File: config.mk
export PLATFORM = sky130hd
export DESIGN_NAME = wb_resp_mux
export DESIGN_NICKNAME = d
export VERILOG_FILES = /design/src/verilog/soc_pkg.sv /design/src/verilog/wb_resp_mux.sv
export SDC_FILE = /design/constraint.sdc
export NUM_CORES = 1
export LEC_CHECK = 0
export BUFFER_PORTS_ARGS = -buffer_cell sky130_fd_sc_hd__buf_2
export CORE_AREA = 5 5 78 80
export CTS_CLUSTER_DIAMETER = 60
export CTS_CLUSTER_SIZE = 30
export DETAILED_ROUTE_END_ITERATION = 16
export DIE_AREA = 0 0 83 85
export GPL_ROUTABILITY_DRIVEN = 0
export GPL_TIMING_DRIVEN = 1
export PLACE_DENSITY = 0.67
export SLEW_MARGIN = 20
export SYNTH_ARGS = -nofsm -noshare
export SYNTH_HDL_FRONTEND = slang
export SYNTH_SLANG_ARGS = --single-unit
File: constraint.sdc
create_clock -name clk -period 2.6 [get_ports clk]
set_clock_uncertainty 0.15 [all_clocks]
set_input_delay 0 -clock clk [delete_from_list [all_inputs] [get_ports clk]]
set_output_delay 0 -clock clk [all_outputs]
set_load 0.01 [all_outputs]
File: src/verilog/soc_pkg.sv
package soc_pkg;

	// ~~~~~~~~~~~~~~~~~~~~~~~~~~~~~~
	// Wishbone classic bus types
	// ~~~~~~~~~~~~~~~~~~~~~~~~~~~~~~

	// Master to slave.
	typedef struct packed {
		logic        cyc;
		logic        stb;
		logic        we;
		logic [31:0] adr;
		logic [31:0] dat;
		logic [3:0]  sel;
	} wb_req_t;

	// Slave to master.
	typedef struct packed {
		logic        ack;
		logic        err;
		logic [31:0] dat;
	} wb_rsp_t;

	typedef enum logic [1:0] {
		SLV_RAM  = 2'd0,
		SLV_PRG  = 2'd1,
		SLV_GPIO = 2'd2,
		SLV_NONE = 2'd3
	} slave_e;

	// ~~~~~~~~~~~~~~~~~~~~~~~~~~~~~~
	// Address map
	// ~~~~~~~~~~~~~~~~~~~~~~~~~~~~~~

	localparam logic [31:0] RAM_BASE  = 32'h0000_0000;
	localparam logic [31:0] PRG_BASE  = 32'h0400_0000;
	localparam logic [31:0] GPIO_BASE = 32'h0200_0000;

	localparam logic [31:0] RAM_MASK  = 32'hff00_0000;
	localparam logic [31:0] PRG_MASK  = 32'hff00_0000;
	localparam logic [31:0] GPIO_MASK = 32'hffff_ffc0;

	// Byte offsets inside the 64-byte GPIO window.
	localparam logic [5:0] GPIO_OUT_OFS = 6'h00;
	localparam logic [5:0] GPIO_IN_OFS  = 6'h04;

	function automatic logic addr_hit(input logic [31:0] adr, input logic [31:0] base,
			input logic [31:0] mask);
		return (adr & mask) == base;
	endfunction

endpackage

File: src/verilog/wb_resp_mux.sv
`timescale 1ns/1ps

module wb_resp_mux import soc_pkg::*; (
	input  logic    clk,
	input  logic    rst_n_i,
	input  slave_e  slv_sel_i,
	input  wb_req_t wbm_req_i,
	input  wb_rsp_t ram_rsp_i,
	input  wb_rsp_t prg_rsp_i,
	input  wb_rsp_t gpio_rsp_i,
	output wb_rsp_t wbm_rsp_o
);

	logic none_hit;
	logic err_q;

	// Unmapped access, err pulses once per strobe.
	assign none_hit = wbm_req_i.cyc & wbm_req_i.stb & (slv_sel_i == SLV_NONE) & ~err_q;

	always_ff @(posedge clk or negedge rst_n_i) begin
		if (!rst_n_i) begin
			err_q <= 1'b0;
		end else begin
			err_q <= none_hit;
		end
	end

	// ~~~~~~~~~~~~~~~~~~~~~~~~~~~~~~
	// Response select
	// ~~~~~~~~~~~~~~~~~~~~~~~~~~~~~~

	// Address is held through ack, so select is still valid here.
	always_comb begin
		case (slv_sel_i)
			SLV_RAM: begin
				wbm_rsp_o = ram_rsp_i;
			end
			SLV_PRG: begin
				wbm_rsp_o = prg_rsp_i;
			end
			SLV_GPIO: begin
				wbm_rsp_o = gpio_rsp_i;
			end
			default: begin
				wbm_rsp_o = '{ack: 1'b0, err: err_q, dat: 32'h0};
			end
		endcase
	end

endmodule

# Yosys cells after proc, flatten, opt, wreduce, memory -nomap -nowiden
# Index checks and enable logic that the tools add are counted.
dict set report totals {
  word_cells 10
  mem_bits_rw 0
  input_bits 177
  output_inout_bits 34
  mem_count 0
  latch_bits 0
  rom_bits 0
  reg_bits 1
}
dict set report op_classes {
  shift 0
  order_cmp 0
  reduce_logical 1
  div_mod_pow 0
  n_mux 1
  bitwise_logic 4
  eq_ne 3
  n_mul 0
  n_addsub 0
}
# op n
set op_table {}
lappend op_table {{one-hot mux 34 bit (3 select lines)} 1}
lappend op_table {{equality test 2 bit (second input constant)} 2}
lappend op_table {{AND 1 bit} 3}
lappend op_table {{equality test 2 x 1 -> 1 bit (second input constant)} 1}
lappend op_table {{zero test 2 bit} 1}
lappend op_table {{NOT 1 bit} 1}

# Longest topological paths before layout
dict set report depth {
  ltp_word 3
  depth_mapped 5
  ltp_nobuf 2
}

# Least setup slack after synthesis
# OpenSTA, ideal clock, no wires.
dict set report synth_timing {
  path_type {register to output}
  start {reg err_q}
  end {out wbm_rsp_o[32] in the netlist's numbering}
  path_slack_ns 1.605
  arrival_time_ns 0.845
  path_stages_with_launch 2
  path_cell_list {dfrtp_1 mux4_2}
}
# element line
set synth_rtl {}
lappend synth_rtl {{start: declaration} wb_resp_mux.sv:15} ;# logic err_q;
lappend synth_rtl {{start signal: assignment} wb_resp_mux.sv:24} ;# err_q <= none_hit;
lappend synth_rtl {{end: declaration} wb_resp_mux.sv:11} ;# output wb_rsp_t wbm_rsp_o

==> impl_results.md <==
- Largest net degree at the start of global routing: 36
- Post-CTS Setup Inserts: 0
- Vias per inst: 4.30
- Final Util: 0.322
- Core area: 5340 um^2
- Top cell type's share of synthesized area: 0.440
- Post-synth top area cell: o2bb2ai_2
- Die Area: roughly 7000 um^2
- Syn Area/Cell: between 10 and 15 um^2
- CP startpoint: slv_sel_i[0]
- Slew margin rel.: 0.567
- Die height: between 80 and 90 um
- Post-Layout Cell Count: 289
- Critical Path RT: 2.45 ns
- DR pass1 iterations: 4
- Largest regs: err_q (1)
- RR Startpoint: err_q
- Final ANT Viol Nets: 0
- Clk pwr share: 0
- Leak pwr: 0.934 nW
- Starting DRT DRC Count: 20
- Post-route minimum period: 1.64 ns
- Synth Net Count: 260
- Fin crit share: 0.631
- Synthesized area: 1020 um^2
- Max-cap violation count: 0
- IO Port Bufs: 141
- Yosys warns: 0
- Seq cells post-synth: 1
- HP Class: in -> reg
- Switch Pwr: around 0.00014 W
- Wire per inst: approximately 14 um
- Cell-internal power: 0.000168 W
- Least-Margin Pin Slew: 0.648 ns
- Antenna diode count: 0
- RSZ-0062 raised after global routing: false
- Switching part of the total: 0.453
- Max reg flops: 1
- Post-route setup TNS: 0 ns
- Pwr Density: 179 nW/um^2
- Cells on worst reg2reg path: 1
- Synth area leaders: o2bb2ai_2, mux2i_1, buf_6
- Layout cell share with drive strength beyond 1: 0.816
- Yosys cell types: 11
- Share of total power in sequential cells: 0.054
- Post-Route WL: a little over 4 mm
- First-pass GRT wire length: about 6.5 mm
- Status: finished, final reports clean
- Ports: 211
- FMAX: 0.609 GHz
- Sequential area share after synthesis: 0.0244
- Initial antenna violation count: 0
- WP data arrival: 1.49 ns
- CP max FO: 20
- Cells after DPL: 288
- Logic pwr share: 0.946
- Startpoint types: input port
- Initial Util: 0.192
- Worst Path Class, Setup: in -> out
- R2R Path End: err_q
- Setup slack, reg-to-reg: approximately 1.7 ns
- Worst Hold Launch: wbm_req_i[69]
- Cells after Synth: 83
- Largest Register: err_q
- Clk_lat worst skew: 0 ns
- FP Rows: 27
- Clock-pin slew on the worst setup and hold paths: 0 ns
- Setup crit end kind: primary output
- HPWL Detailed: 3.47 mm
- Area Growth Syn to Fin: 67.6%
- Drc violations: 0
- Final Max Tran Viols: 0
- Crit path to: wbm_rsp_o[25]
- Overall Global Routing Usage: 0.107
- Via count: 1243
- VDD IR max: 0.0632 mV
- Final Setup Violations: 0
- Number of nets in the layout: 396
- Grt total ovfl: 0
- Die Wd: 83 um
- Vias in the first global route: roughly 1400
- Final hold vios: 0
placed cells by master (no fill, tap or decap):
| cell | count |
|---|---|
| buf_2 | 141 |
| mux2i_1 | 33 |
| o2bb2ai_2 | 30 |
| buf_4 | 4 |
| o2bb2ai_1 | 3 |
| nor2b_4 | 1 |
| mux4_2 | 1 |
| nand2_1 | 1 |
| nor4bb_1 | 1 |
| dfrtp_1 | 1 |
| dlygate4sd3_1 | 1 |
kinds of logic (layout without fill, tap and decap cells):
group | Yosys count | after routing | share of synthesized area
mux | 34 | 34 | 0.344
buf+inv | 12 | 146 | 0.139
compound gates | 33 | 33 | 0.465
flops | 1 | 1 | 0.0244
simple gates | 3 | 3 | 0.0269
area by class of cell:
type	instances	area [um^2]
fill	584	3620
timing repair buffer	146	746
tap	72	90.1
multi-input combinational	70	857
sequential	1	25.0
critical path, cell delays in order:
cell	delay, ns
buf_2	0.29
nor2b_4	0.61
buf_4	0.31
o2bb2ai_2	0.11
buf_2	0.15
power groups by stage:
stage	Clock [W]	Sequential, W	Combinational, W
after floorplan	0	0.0000164	0.000166
after global placement	0	0.0000166	0.000288
after detailed placement	0	0.0000167	0.000294
after CTS	0	0.0000167	0.000296
after global routing	0	0.0000167	0.000319
final	0	0.0000167	0.000291
cell usage after synthesis:
cell,n
mux2i_1,33
dfrtp_1,1
nor4bb_1,1
o2bb2ai_1,3
buf_12,3
nand2_1,1
nor2b_4,1
buf_2,3
o2bb2ai_2,30
mux4_2,1
buf_6,6
layer usage:
metal  share of wire  routed length [um]  GRT usage  vias to the layer above
met2            0.46                1890      0.191                       89
met5               0                   0          0                        -
met4               0                   0    0.00149                        0
li1                -                   -          -                      611
met1            0.39                1590      0.123                      543
met3            0.15                 593     0.0495                        0
stage by stage:
| step | instance area (um^2) | worst slack [ns] | total power (W) | hold slack, ns |
|---|---|---|---|---|
| 5_1_grt | 1720 | 0.846 | 0.000336 | 0.0988 |
| 3_5_place_dp | 1710 | 0.936 | 0.000311 | -0.374 |
| 2_1_floorplan | 1020 | 1.61 | 0.000183 | -0.446 |
| 3_3_place_gp | 1710 | 0.951 | 0.000305 | -0.369 |
| 6_report | 1720 | 0.959 | 0.000308 | 0.0829 |
| 4_1_cts | 1720 | 0.928 | 0.000313 | 0.0838 |
worst min-delay path by stage:
stage | to | slack [ns] | cells after the start
final | err_q | 0.08 | 3
after global routing | err_q | 0.1 | 3
after CTS | err_q | 0.08 | 3
after detailed placement | err_q | -0.37 | 1
after global placement | err_q | -0.37 | 1
after floorplan | err_q | -0.45 | 0
timing repair:
action                    CTS  global route
hold buffers                1             0
hold endpoints to repair    1             0
resized for setup           0             0
Note: power is estimated with default switching activity, not from simulation.
