File: config.mk
export PLATFORM = sky130hd
export DESIGN_NAME = wb_addr_decoder
export DESIGN_NICKNAME = d
export VERILOG_FILES = /design/src/verilog/soc_pkg.sv /design/src/verilog/wb_addr_decoder.sv
export SDC_FILE = /design/constraint.sdc
export NUM_CORES = 1
export LEC_CHECK = 0
export BUFFER_PORTS_ARGS = -buffer_cell sky130_fd_sc_hd__buf_2
export CAP_MARGIN = 15
export CORE_AREA = 2 2 113 115
export DETAILED_ROUTE_END_ITERATION = 8
export DIE_AREA = 0 0 115 117
export SLEW_MARGIN = 10
export SYNTH_ARGS = -nofsm -noshare
export SYNTH_HDL_FRONTEND = slang
export SYNTH_SLANG_ARGS = --single-unit
File: constraint.sdc
create_clock -name vclk -period 1.46
set_input_delay 0.073 -clock vclk [all_inputs]
set_output_delay 0.073 -clock vclk [all_outputs]
set_load 0.02 [all_outputs]
File: src/verilog/soc_pkg.sv
package soc_pkg;

	// ~~~~~~~~~~~~~~~~~~~~~~~~~~~~~~
	// Wishbone classic bus types
	// ~~~~~~~~~~~~~~~~~~~~~~~~~~~~~~

	// Master to slave.
	typedef struct packed {
		logic        cyc;
		logic        stb;
		logic        we;
		logic [31:0] adr;
		logic [31:0] dat;
		logic [3:0]  sel;
	} wb_req_t;

	// Slave to master.
	typedef struct packed {
		logic        ack;
		logic        err;
		logic [31:0] dat;
	} wb_rsp_t;

	typedef enum logic [1:0] {
		SLV_RAM  = 2'd0,
		SLV_PRG  = 2'd1,
		SLV_GPIO = 2'd2,
		SLV_NONE = 2'd3
	} slave_e;

	// ~~~~~~~~~~~~~~~~~~~~~~~~~~~~~~
	// Address map
	// ~~~~~~~~~~~~~~~~~~~~~~~~~~~~~~

	localparam logic [31:0] RAM_BASE  = 32'h0000_0000;
	localparam logic [31:0] PRG_BASE  = 32'h0400_0000;
	localparam logic [31:0] GPIO_BASE = 32'h0200_0000;

	localparam logic [31:0] RAM_MASK  = 32'hff00_0000;
	localparam logic [31:0] PRG_MASK  = 32'hff00_0000;
	localparam logic [31:0] GPIO_MASK = 32'hffff_ffc0;

	// Byte offsets inside the 64-byte GPIO window.
	localparam logic [5:0] GPIO_OUT_OFS = 6'h00;
	localparam logic [5:0] GPIO_IN_OFS  = 6'h04;

	function automatic logic addr_hit(input logic [31:0] adr, input logic [31:0] base,
			input logic [31:0] mask);
		return (adr & mask) == base;
	endfunction

endpackage

File: src/verilog/wb_addr_decoder.sv
`timescale 1ns/1ps

module wb_addr_decoder import soc_pkg::*; (
	input  wb_req_t wbm_req_i,
	output wb_req_t ram_req_o,
	output wb_req_t prg_req_o,
	output wb_req_t gpio_req_o,
	output slave_e  slv_sel_o
);

	logic hit_ram;
	logic hit_prg;
	logic hit_gpio;

	assign hit_ram  = addr_hit(wbm_req_i.adr, RAM_BASE, RAM_MASK);
	assign hit_prg  = addr_hit(wbm_req_i.adr, PRG_BASE, PRG_MASK);
	assign hit_gpio = addr_hit(wbm_req_i.adr, GPIO_BASE, GPIO_MASK);

	// Regions do not overlap, order only matters for a bad map.
	always_comb begin
		if (hit_ram) begin
			slv_sel_o = SLV_RAM;
		end else if (hit_prg) begin
			slv_sel_o = SLV_PRG;
		end else if (hit_gpio) begin
			slv_sel_o = SLV_GPIO;
		end else begin
			slv_sel_o = SLV_NONE;
		end
	end

	// ~~~~~~~~~~~~~~~~~~~~~~~~~~~~~~
	// Per-slave request copies
	// ~~~~~~~~~~~~~~~~~~~~~~~~~~~~~~

	// Payload fans out to all, cyc/stb only to the winner.
	always_comb begin
		ram_req_o     = wbm_req_i;
		ram_req_o.cyc = wbm_req_i.cyc & (slv_sel_o == SLV_RAM);
		ram_req_o.stb = wbm_req_i.stb & (slv_sel_o == SLV_RAM);
	end

	always_comb begin
		prg_req_o     = wbm_req_i;
		prg_req_o.cyc = wbm_req_i.cyc & (slv_sel_o == SLV_PRG);
		prg_req_o.stb = wbm_req_i.stb & (slv_sel_o == SLV_PRG);
	end

	always_comb begin
		gpio_req_o     = wbm_req_i;
		gpio_req_o.cyc = wbm_req_i.cyc & (slv_sel_o == SLV_GPIO);
		gpio_req_o.stb = wbm_req_i.stb & (slv_sel_o == SLV_GPIO);
	end

endmodule

# --- Word level (Yosys, flattened, before mapping) ---
# Cells that the tools add are included.
classes:
  n_eq_ne: 4
  n_reduce_logical: 2
  mux: 3
  bitwise_logic: 6
op_table:
  columns: ["op", "n"]
  rows:
  - ["zero test 32 bit", 1]
  - ["== test 26 x 20 -> 1 bit (second input constant)", 1]
  - ["== test 8 x 3 -> 1 bit (second input constant)", 1]
  - ["AND 1 bit", 6]
  - ["2-to-1 mux 2 bit", 2]
  - ["== test 2 x 1 -> 1 bit (second input constant)", 1]
  - ["== test 2 bit (second input constant)", 1]
  - ["zero test 2 bit", 1]
  - ["2-to-1 mux 1 bit", 1]
word_totals:
  reg_bits: 0
  wordCells: 15
  in_bits: 71
  out_inout_bits: 215

# --- Logic depth before layout (Yosys ltp) ---
depth:
  depth_word: 6
  ltp_mapped: 3
  ltp_nobuf: 3

# --- Least setup slack after synthesis ---
# No wires, ideal clock.
synth_path:
  path_type: "in2out"
  startpoint: "in wbm_req_i[60] in the netlist's numbering"
  endpoint: "out gpio_req_o[69] in the netlist's numbering"
  t_required_ps: 1387
  arrival_ps: 1190
  n_path_buf: 0
  path_stages: 3
  setup_slack_ps: 197
  path_cell_list: "or4_4 nor4_4 and3_1"
synth_rtl:
  columns: ["element", "line_no", "source"]
  rows:
  - ["from (decl)", "wb_addr_decoder.sv:4", "input wb_req_t wbm_req_i,"]
  - ["to (decl)", "wb_addr_decoder.sv:7", "output wb_req_t gpio_req_o,"]

==> flow_summary_export.csv <==
group,metric,value,unit
sta,post-route-period-util,0.985,
die,core_outline_area,0.0123,sq mm
worst_setup_path,worst_setup_path_end_kind,"primary output",
place,io_buffers,114,
final_layout,sequential_cell_total,0,
outcome,status,"finished clean",
final_layout,insertedDiodeCount,0,
synth,synthCells,226,
worst_setup_path,critical_path.slowest_cell,"sky130_fd_sc_hd__or4_4",
pwr,power_density,360,mW/mm^2
die,die_area,0.0135,sq mm
pwr,power.ir.vdd_worst,0.0539,mV
final_layout,leading_cell_type_in_the_layout_fill_and_taps_excluded,"sky130_fd_sc_hd__buf_2",
detailed_routing,drc,0,
final_layout,area_occupied_by_registers,0,sq um
final_layout,layout_common_cells,"sky130_fd_sc_hd__buf_2, sky130_fd_sc_hd__buf_4, sky130_fd_sc_hd__and3_1",
die,floorplan.die.width,115,um
detailed_routing,vias,786,
sta,final-setup-viol-count,0,
grt,global_route.overflow_total,0,
worst_setup_path,crit_chain,"buf_2 -> or4_4 -> nor4_4 -> and3_1 -> buf_6",
worst_setup_path,path_class,"primary input to primary output",
detailed_routing,detailedRoute.firstIterationViolations,8,
grt,grt_antenna_before_repair,0,
place,finalWeightedCongestion,0.611,
final_layout,final_layout_size_suffix_gt1_frac,0.929,
final_layout,finalNetCount,214,
cts,ctsHoldBuffers,0,
detailed_routing,detail-route-antenna-nets,0,
worst_setup_path,critPathArrivalTime,1.37,ns
worst_setup_path,cp-start-kind,"primary input",
synth,synth_seq_area_share,0,
sta,tns,0,ns
synth,postSynthNetCount,297,
worst_setup_path,crit_path_required_time,1.39,ns
place,hpwlAfterDp,3350,um
synth,yosys.cell_types.count,12,
sta,max_slew.worst_pin.slew,0.273,ns
detailed_routing,via_per_inst,2.70,
die,std_cell_rows,41,
die,top_level_ports,286,
grt,groute.usage.overall,0.0432,
sta,report.final.slew_viol_count,0,
sta,final_critical_path_setup_slack,0.0216,ns
worst_setup_path,delay_of_the_slowest_cell_on_the_worst_path,0.54,ns
die,chipHeight,117,um
sta,final_hold_viol_count,0,
grt,global_route_wire_length_before_repair,4120,um
grt,grt_max_degree,7,
sta,rsz0062_at_grt,"yes",
die,start_util,0.138,
cts,post_cts.repair.setup_buffers,0,
final_layout,fillCellCount,1451,
detailed_routing,drt_pass1_iterations,3,
sta,timing.slew.headroom,0.816,
flow_run,cap_viol_max_count,0,
final_layout,clockBufferCount,0,
worst_setup_path,crit_fanout,3,
synth,synth.yosys.warnings,0,
synth,synth_area,0.00170,sq mm
detailed_routing,drt-total-wl,3610,um
sta,fmax,695,MHz
detailed_routing,wl_per_cell,12.4,um
grt,first_global_vias,618,
hold_path,hold_path_class,"primary input to primary output",
final_layout,flow.area_growth_from_synthesis,-41.8,%
synth,synth.avg_cell_area,7.50,sq um
place,dp_worst_setup_slack,-0.0967,ns
sta,min_period,1.44,ns
pwr,cellLeakagePower,0.557,nW
-- timing repair --
| action | CTS | global route |
|---|---|---|
| endpoints found under the setup margin | 7 | 3 |
| pin swaps | 1 | 4 |
| gates resized for setup | 5 | 2 |
-- cell usage after synthesis --
library cell | n | area (sq um)
sky130_fd_sc_hd__or4_4 | 1 | 11.3
sky130_fd_sc_hd__inv_1 | 1 | 3.75
sky130_fd_sc_hd__or2_2 | 1 | 6.26
sky130_fd_sc_hd__nor4b_1 | 1 | 8.76
sky130_fd_sc_hd__nor3_1 | 1 | 5.00
sky130_fd_sc_hd__nor4_4 | 1 | 21.3
sky130_fd_sc_hd__and2_2 | 2 | 15.0
sky130_fd_sc_hd__buf_4 | 207 | 1550
sky130_fd_sc_hd__a21oi_1 | 1 | 5.00
sky130_fd_sc_hd__and3_1 | 5 | 31.3
sky130_fd_sc_hd__or4_1 | 2 | 15.0
sky130_fd_sc_hd__nor4_1 | 3 | 18.8
-- worst max-delay path: cells and delay by family --
| kind | cells | cell delay, ns |
|---|---|---|
| simple gates | 3 | 1.07 |
| buf+inv | 2 | 0.22 |
-- metrics by stage --
step	hold WS, ns	instance area, sq um	std cells	total power, mW	util
6_report	0.146	987	291	0.355	0.0802
5_1_grt	0.146	987	291	0.384	0.0802
2_1_floorplan	0.259	1700	226	0.838	-
4_1_cts	0.146	981	291	0.362	0.0797
3_5_place_dp	0.146	960	291	0.358	0.0779
3_3_place_gp	0.146	960	291	0.357	0.0779
-- cell families (layout without fill, tap and decap cells) --
family | Yosys count | in the layout | synth area share
AO/OA/AOI/OAI | 1 | 1 | 0.00295
buffers and inverters | 208 | 123 | 0.919
AND/OR/NAND/NOR | 17 | 17 | 0.0782
-- final timing paths --
kind,slack [ns],from,to,depth (start not counted)
worst min-delay path,0.15,wbm_req_i[20],ram_req_o[20],0
worst max-delay path,0.02,wbm_req_i[42],gpio_req_o[69],5
-- area by class of cell --
type / count / area (sq um) / area share
Multi-Input combinational cell: 18 / 156 / 0.158
Timing Repair Buffer: 122 / 639 / 0.648
Inverter: 1 / 3.75 / 0.00380
Tap cell: 150 / 188 / 0.190
-- power by group --
| group | switching (mW) | leakage [nW] | total, mW | internal (mW) |
|---|---|---|---|---|
| Combinational | 0.235 | 0.557 | 0.355 | 0.120 |
| Clock | 0 | 0 | 0 | 0 |
| Sequential | 0 | 0 | 0 | 0 |
| Total | 0.235 | 0.557 | 0.355 | 0.120 |
-- routing by layer --
layer	up-vias	global-route usage	share of wire
met3	48	0.00875	0.14
met5	-	0	0
met4	0	0.0442	0.092
li1	325	-	-
met2	108	0.0808	0.49
met1	305	0.0375	0.28
No activity file was read; power rests on OpenSTA's default activity.
