`config.mk`:
```
export PLATFORM = sky130hd
export DESIGN_NAME = wb_gpio
export DESIGN_NICKNAME = d
export VERILOG_FILES = /design/src/verilog/soc_pkg.sv /design/src/verilog/wb_gpio.sv
export SDC_FILE = /design/constraint.sdc
export NUM_CORES = 1
export LEC_CHECK = 0
export BUFFER_PORTS_ARGS = -buffer_cell sky130_fd_sc_hd__buf_2
export CORE_MARGIN = 1.5
export CORE_UTILIZATION = 42
export DETAILED_ROUTE_END_ITERATION = 8
export PLACE_DENSITY = 0.74
export REMOVE_ABC_BUFFERS = 1
export SLEW_MARGIN = 0
export SYNTH_ARGS = -nofsm -noshare
export SYNTH_HDL_FRONTEND = slang
export SYNTH_SLANG_ARGS = --single-unit
```
`constraint.sdc`:
```
create_clock -name clk -period 1.5 [get_ports clk]
set_clock_uncertainty 0.2 [all_clocks]
set_input_delay 0.075 -clock clk [delete_from_list [all_inputs] [get_ports clk]]
set_output_delay 0.075 -clock clk [all_outputs]
set_load 0.05 [all_outputs]
```
`src/verilog/soc_pkg.sv`:
```
package soc_pkg;

	// ~~~~~~~~~~~~~~~~~~~~~~~~~~~~~~
	// Wishbone classic bus types
	// ~~~~~~~~~~~~~~~~~~~~~~~~~~~~~~

	// Master to slave.
	typedef struct packed {
		logic        cyc;
		logic        stb;
		logic        we;
		logic [31:0] adr;
		logic [31:0] dat;
		logic [3:0]  sel;
	} wb_req_t;

	// Slave to master.
	typedef struct packed {
		logic        ack;
		logic        err;
		logic [31:0] dat;
	} wb_rsp_t;

	typedef enum logic [1:0] {
		SLV_RAM  = 2'd0,
		SLV_PRG  = 2'd1,
		SLV_GPIO = 2'd2,
		SLV_NONE = 2'd3
	} slave_e;

	// ~~~~~~~~~~~~~~~~~~~~~~~~~~~~~~
	// Address map
	// ~~~~~~~~~~~~~~~~~~~~~~~~~~~~~~

	localparam logic [31:0] RAM_BASE  = 32'h0000_0000;
	localparam logic [31:0] PRG_BASE  = 32'h0400_0000;
	localparam logic [31:0] GPIO_BASE = 32'h0200_0000;

	localparam logic [31:0] RAM_MASK  = 32'hff00_0000;
	localparam logic [31:0] PRG_MASK  = 32'hff00_0000;
	localparam logic [31:0] GPIO_MASK = 32'hffff_ffc0;

	// Byte offsets inside the 64-byte GPIO window.
	localparam logic [5:0] GPIO_OUT_OFS = 6'h00;
	localparam logic [5:0] GPIO_IN_OFS  = 6'h04;

	function automatic logic addr_hit(input logic [31:0] adr, input logic [31:0] base,
			input logic [31:0] mask);
		return (adr & mask) == base;
	endfunction

endpackage

```
`src/verilog/wb_gpio.sv`:
```
`timescale 1ns/1ps

module wb_gpio import soc_pkg::*; (
	input  logic        clk,
	input  logic        rst_n_i,
	input  wb_req_t     req_i,
	output wb_rsp_t     rsp_o,
	input  logic [31:0] gpio_i,
	output logic [31:0] gpio_o
);

	logic        stb_hit;
	logic        is_out;
	logic        is_in;
	logic        ack_q;
	logic [31:0] dat_q;
	logic [31:0] rd_dat;
	logic [31:0] out_q;
	logic [31:0] in_meta_q;
	logic [31:0] in_sync_q;

	assign stb_hit = req_i.cyc & req_i.stb & ~ack_q;
	assign is_out  = req_i.adr[5:2] == GPIO_OUT_OFS[5:2];
	assign is_in   = req_i.adr[5:2] == GPIO_IN_OFS[5:2];

	// Unused offsets read as zero.
	always_comb begin
		if (is_out) begin
			rd_dat = out_q;
		end else if (is_in) begin
			rd_dat = in_sync_q;
		end else begin
			rd_dat = '0;
		end
	end

	always_ff @(posedge clk or negedge rst_n_i) begin
		if (!rst_n_i) begin
			ack_q     <= 1'b0;
			dat_q     <= '0;
			out_q     <= '0;
			in_meta_q <= '0;
			in_sync_q <= '0;
		end else begin
			// ~~~~~~~~~~~~~~~~~~~~~~~~~~~~~~
			// Input synchronizer
			// ~~~~~~~~~~~~~~~~~~~~~~~~~~~~~~
			in_meta_q <= gpio_i;
			in_sync_q <= in_meta_q;

			ack_q <= stb_hit;
			dat_q <= (stb_hit && !req_i.we) ? rd_dat : '0;
			if (stb_hit && req_i.we && is_out) begin
				for (int b = 0; b < 4; b++) begin
					if (req_i.sel[b]) begin
						out_q[8*b +: 8] <= req_i.dat[8*b +: 8];
					end
				end
			end
		end
	end

	assign gpio_o = out_q;
	assign rsp_o  = '{ack: ack_q, err: 1'b0, dat: dat_q};

endmodule

```
# --- Word-level counts from Yosys, hierarchy flattened ---
# Cells that the tools add are included.
classes:
  reduce_logical: 9
  n_eq_ne: 1
  muxes: 3
  bitwise: 3
ops:
  columns: ["operator", "count"]
  rows:
  - ["$mux W32", 3]
  - ["$reduce_and A2 Y1", 4]
  - ["$eq A4 B1 Y1 const B", 1]
  - ["$logic_not A4 Y1", 1]
  - ["$logic_and A1 B1 Y1", 3]
  - ["$and A1 B1 Y1", 2]
  - ["$logic_not A1 Y1", 1]
  - ["$not A1 Y1", 1]
totals:
  regBits: 129
  inputBits: 105
  output_inout_bits: 66

# --- Depth between registers and ports, before layout ---
logic_depth:
  ltp_word: 5
  ltp_mapped: 5

# --- Least setup slack after synthesis ---
# Ideal clock, no wire load.
synth_timing:
  path_kind: "flip-flop to flip-flop"
  from: "register ack_q"
  to: "register out_q[0] (netlist: gpio_o[0])"
  t_required_ns: 1.175
  stages_incl_launch_ff: 5
  path_buffers: 1
  setup_time_ns: 0.125
  synth_period_minus_slack_ns: 1.645
  arrival_time_ns: 1.320
  setup_slack_ns: -0.145
  path_cell_list: "dfrtp_1 > and4b_1 > buf_1 > nand3_2 > mux2_2"
synth_between:
  elab_chain_cells: 5
synth_rtl:
  columns: ["element", "line", "text"]
  rows:
  - ["from (decl)", "wb_gpio.sv:15", "logic ack_q;"]
  - ["from (signal assigned)", "wb_gpio.sv:51", "ack_q <= stb_hit;"]
  - ["$not A1 Y1", "wb_gpio.sv:22", "assign stb_hit = req_i.cyc & req_i.stb & ~ack_q;"]
  - ["$and A1 B1 Y1", "wb_gpio.sv:22", null]
  - ["$logic_and A1 B1 Y1 (2 in series)", "wb_gpio.sv:53", "if (stb_hit && req_i.we && is_out) begin"]
  - ["$reduce_and A2 Y1 (no source line)", null, null]
  - ["to (signal, indexed assignment)", "wb_gpio.sv:56", "out_q[8*b +: 8] <= req_i.dat[8*b +: 8];"]
  - ["to (decl)", "wb_gpio.sv:18", "logic [31:0] out_q;"]
# Every way passes these cells.
# A chain may end at the register's enable or synchronous reset.

# --- Worst setup path in the final report ---
layout_timing:
  from: "register ack_q"
  to: "register dat_q[22]"
layout_between:
  elab_chain_cells: 4
layout_rtl:
  columns: ["element", "line", "text"]
  rows:
  - ["$not A1 Y1", "wb_gpio.sv:22", null]
  - ["$and A1 B1 Y1", "wb_gpio.sv:22", null]
  - ["$logic_and A1 B1 Y1", "wb_gpio.sv:52", "dat_q <= (stb_hit && !req_i.we) ? rd_dat : '0;"]
  - ["$mux W32", "wb_gpio.sv:52", null]
  - ["to (signal assigned)", "wb_gpio.sv:52", null]
  - ["to (decl)", "wb_gpio.sv:16", "logic [31:0] dat_q;"]
# Every way passes these cells.

==> results by group <==
Power
  • Logic pwr share: 10.2%
  • Clock share of power: 47.3%
  • Sequential power share: 42.5%
  • Cell Pwr Density: 1260 nW/um^2
  • Switching Share: 22.6%
  • Int Pwr: 6.76 mW
  • Leakage: 3.39 nW
  • Maximum VDD drop: 0.000692 V
  • Sw power: 1.97 mW

Floorplan
  • Die ar.: 10400 sq um
  • Core Region: 9370 sq um
  • IO Pins: 171
  • Initial core utilization: 43.8%
  • Die Wd: 102 microns
  • Die Y: 102 microns
  • # rows: 35

Layout
  • # diodes: 0
  • Reg area: 3230 sq um
  • Area occupied by multi-input gates: 1000 sq um
  • Area Overhead vs Synth: 68.6%
  • Fill count: 608
  • Final core utilization: 73.8%
  • Final-stage net count: 614
  • Proportion of layout cells with a drive suffix above 1: 48.6%

Logic synthesis
  • Commonest cells post-synth: dfrtp_1 (129), nor2_1 (33), a22oi_1 (32), mux2_2 (32), clkbuf_1 (10)
  • Post-synthesis share of cell area spent on xor and xnor gates: 0%
  • Yosys reg bits: 129
  • Main synth FF type: dfrtp_1
  • Cell variety after synth: 14
  • Mux share of post-synthesis cell area: 8.78%
  • Cell accounting for the most synthesized area: dfrtp_1
  • Ys async rst share: 100%
  • Post-synthesis simple-gate area fraction: 5.22%
  • Synth warn: 0
  • EDFF count, synth: 0
  • Area share of the largest cell type after synthesis: 78.7%
  • Largest family of logic cells by synthesized area: multiplexers
  • Adder-Cell Fraction of Synth Area: 0%
  • Mean post-synth cell area: 16.5 sq um
  • Post-synthesis sequential area ratio: 78.7%
  • Synthesized cell area: 4100 sq um
  • Count leader, synth: dfrtp_1
  • Compound-Gate Fraction of Synth Area: 5.86%
  • Largest cells by area after synthesis: dfrtp_1 (79%), mux2_2 (8.8%), a22oi_1 (5.9%), nor2_1 (3.0%), nand3_2 (0.98%)
  • Gate Count Post-Synth: 249

Route
  • Drt wl/cell: 16.8 microns
  • Detailed Route Iter0 Violations: 69
  • Vias: 3030
  • Via density: 4.66
  • Final ANT Viol Nets: 0
  • TritonRoute pass-1 iters: 4
  • DRC errors left: 0
  • Wirelength, routed: 10900 microns

Clock tree
  • Clock sinks: 129
  • Clock Path Buffers: 2
  • CTS tree: yes
  • Post-CTS Setup Inserts: 0
  • Worst-skew pair later-pin latency: 0.50 ns
  • Htree depth: 4
  • Num CTS Buffers: 17
  • Reg clk slew, reported paths: 0.06 ns
  • CTS root buffer: clkbuf_8

Setup path
  • R2r setup slk: -0.07 ns
  • Startpoint types: flop
  • Critical path depth: 4
  • Setup CP Type: reg -> reg
  • Crit-path max FO: 8
  • Critical path's top delay family: simple AND/OR/NAND/NOR gates
  • Reg2Reg Depth: 4
  • CP cell instances: buf_4, or3_4, clkbuf_16, nor2_4
  • Worst path slowest cell: or3_4
  • CP peak stage delay: 0.45 ns
  • Arrival @ worst endpoint: 1.81 ns
  • Crit path required time: 1.74 ns
  • Crit. End Element: flop
  • Buf/Inv on CP: 2

GRT
  • First-pass GRT wire length: 16000 microns
  • GRT overflow: 0
  • Antenna violations before repair: 0
  • Vias in the first global route: 3243
  • Largest net degree at the start of global routing: 51
  • GRT Util Overall: 21.2%

Timing
  • Post-route setup TNS: -2.71 ns
  • Unrepaired setup endpoints after global routing: yes
  • Setup ws final: -0.0702 ns
  • Setup violations, final: 64
  • Hold WS: 0.00865 ns
  • Fin. max-slew vios: 0
  • Number of failing hold endpoints at the final stage: 0
  • Peak Freq: 637 MHz
  • Crit share post-route: 105%
  • Post-route minimum period: 1.57 ns

Run
  • MaxCap Viol Count: 0

Placement
  • Routability cong.: 0.711
  • Pre-CTS WS: -0.135 ns
  • Port Buffers: 141
  • HPWL Detailed: 5660 microns

Outcome
  • Failing checks: negative setup slack
  • Outcome: complete, but fails checks

Worst hold path
  • Hold WC Path Type: in -> reg
  • Hold Path Stages: 5
==> layout by cell type (no fill, tap or decap) <==
cell type and count:
buf_2 139, dfrtp_1 129, dlygate4sd3_1 96, a22oi_1 32
mux2_2 32, clkbuf_16 18, nor2_4 14, nor2_2 11
nor2_1 8, buf_4 7, clkbuf_8 6, buf_12 5
buf_6 5, nand3_4 4, clkinv_2 3, bufinv_16 3
clkinvlp_4 2, nand2_1 1, or3_4 1, nor4_4 1
nor4b_4 1, and4b_1 1, conb_1 1, clkinv_4 1
==> final cells by class <==
class	count	share of cell area, %
Tap cell	129	2.33
Clock buffer	22	6.98
Multi-Input combinational cell	107	14.5
Timing Repair Buffer	254	27.7
Sequential cell	129	46.7
Clock inverter	9	1.86
==> stage by stage <==
stage	std cells	total power, mW	instance area, sq um
after global routing	650	9.04	6920
after global placement	520	4.39	5080
final	650	8.73	6920
after detailed placement	520	4.41	5080
after floorplan	236	4.08	4050
after CTS	647	8.76	6700
==> final timing paths <==
check / startpoint / endpoint
min in group asynchronous: rst_n_i / dat_q[18]$_DFF_PN0_
worst min-delay path: req_i[39] / gpio_o[0]$_DFFE_PN0P_
worst max register to register: ack_q$_DFF_PN0_ / dat_q[22]$_DFF_PN0_
worst max-delay path: ack_q$_DFF_PN0_ / dat_q[22]$_DFF_PN0_
max in group asynchronous: rst_n_i / in_sync_q[13]$_DFF_PN0_
worst min register to register: in_meta_q[9]$_DFF_PN0_ / in_sync_q[9]$_DFF_PN0_
==> cells by family after synthesis <==
kind of cell	Yosys count
AOI/OAI and AO/OA	32
buffers and inverters	13
DFF	129
muxes	32
other	1
and+or+nand+nor	42
==> registers in the layout (all words and copies together) (netlist names) <==
| register | cells |
|---|---|
| gpio_o | 32 |
| ack_q | 1 |
| in_meta_q | 32 |
| in_sync_q | 32 |
| dat_q | 32 |
==> power groups by stage <==
stage	clock [mW]	combinational, mW	sequential [mW]
floorplan	0	0.0978	3.99
global placement	0	0.630	3.76
detailed placement	0	0.639	3.77
CTS	4.21	0.841	3.71
global route	4.36	0.949	3.73
finish	4.12	0.890	3.71
==> worst register-to-register path, cell delays in order, from the launching register on <==
cell	delay (ns)
dfrtp_1	0.38
buf_4	0.15
or3_4	0.45
clkbuf_16	0.22
nor2_4	0.11
==> what timing repair did <==
| action | CTS | global route |
|---|---|---|
| pin swaps | 4 | 2 |
| endpoints found under the hold margin | 226 | 0 |
| gates resized for setup | 9 | 43 |
| endpoints found under the setup margin | 35 | 60 |
| cloned | 0 | 3 |
| hold buffers | 96 | 0 |
==> metal layers <==
layer	part of all wire, %	GRT usage (%)
met4	2.0	9.69
met2	55	37.7
met5	0	0
met1	39	24.3
met3	4.2	4.92
Note: power is estimated with default switching activity, not from simulation.
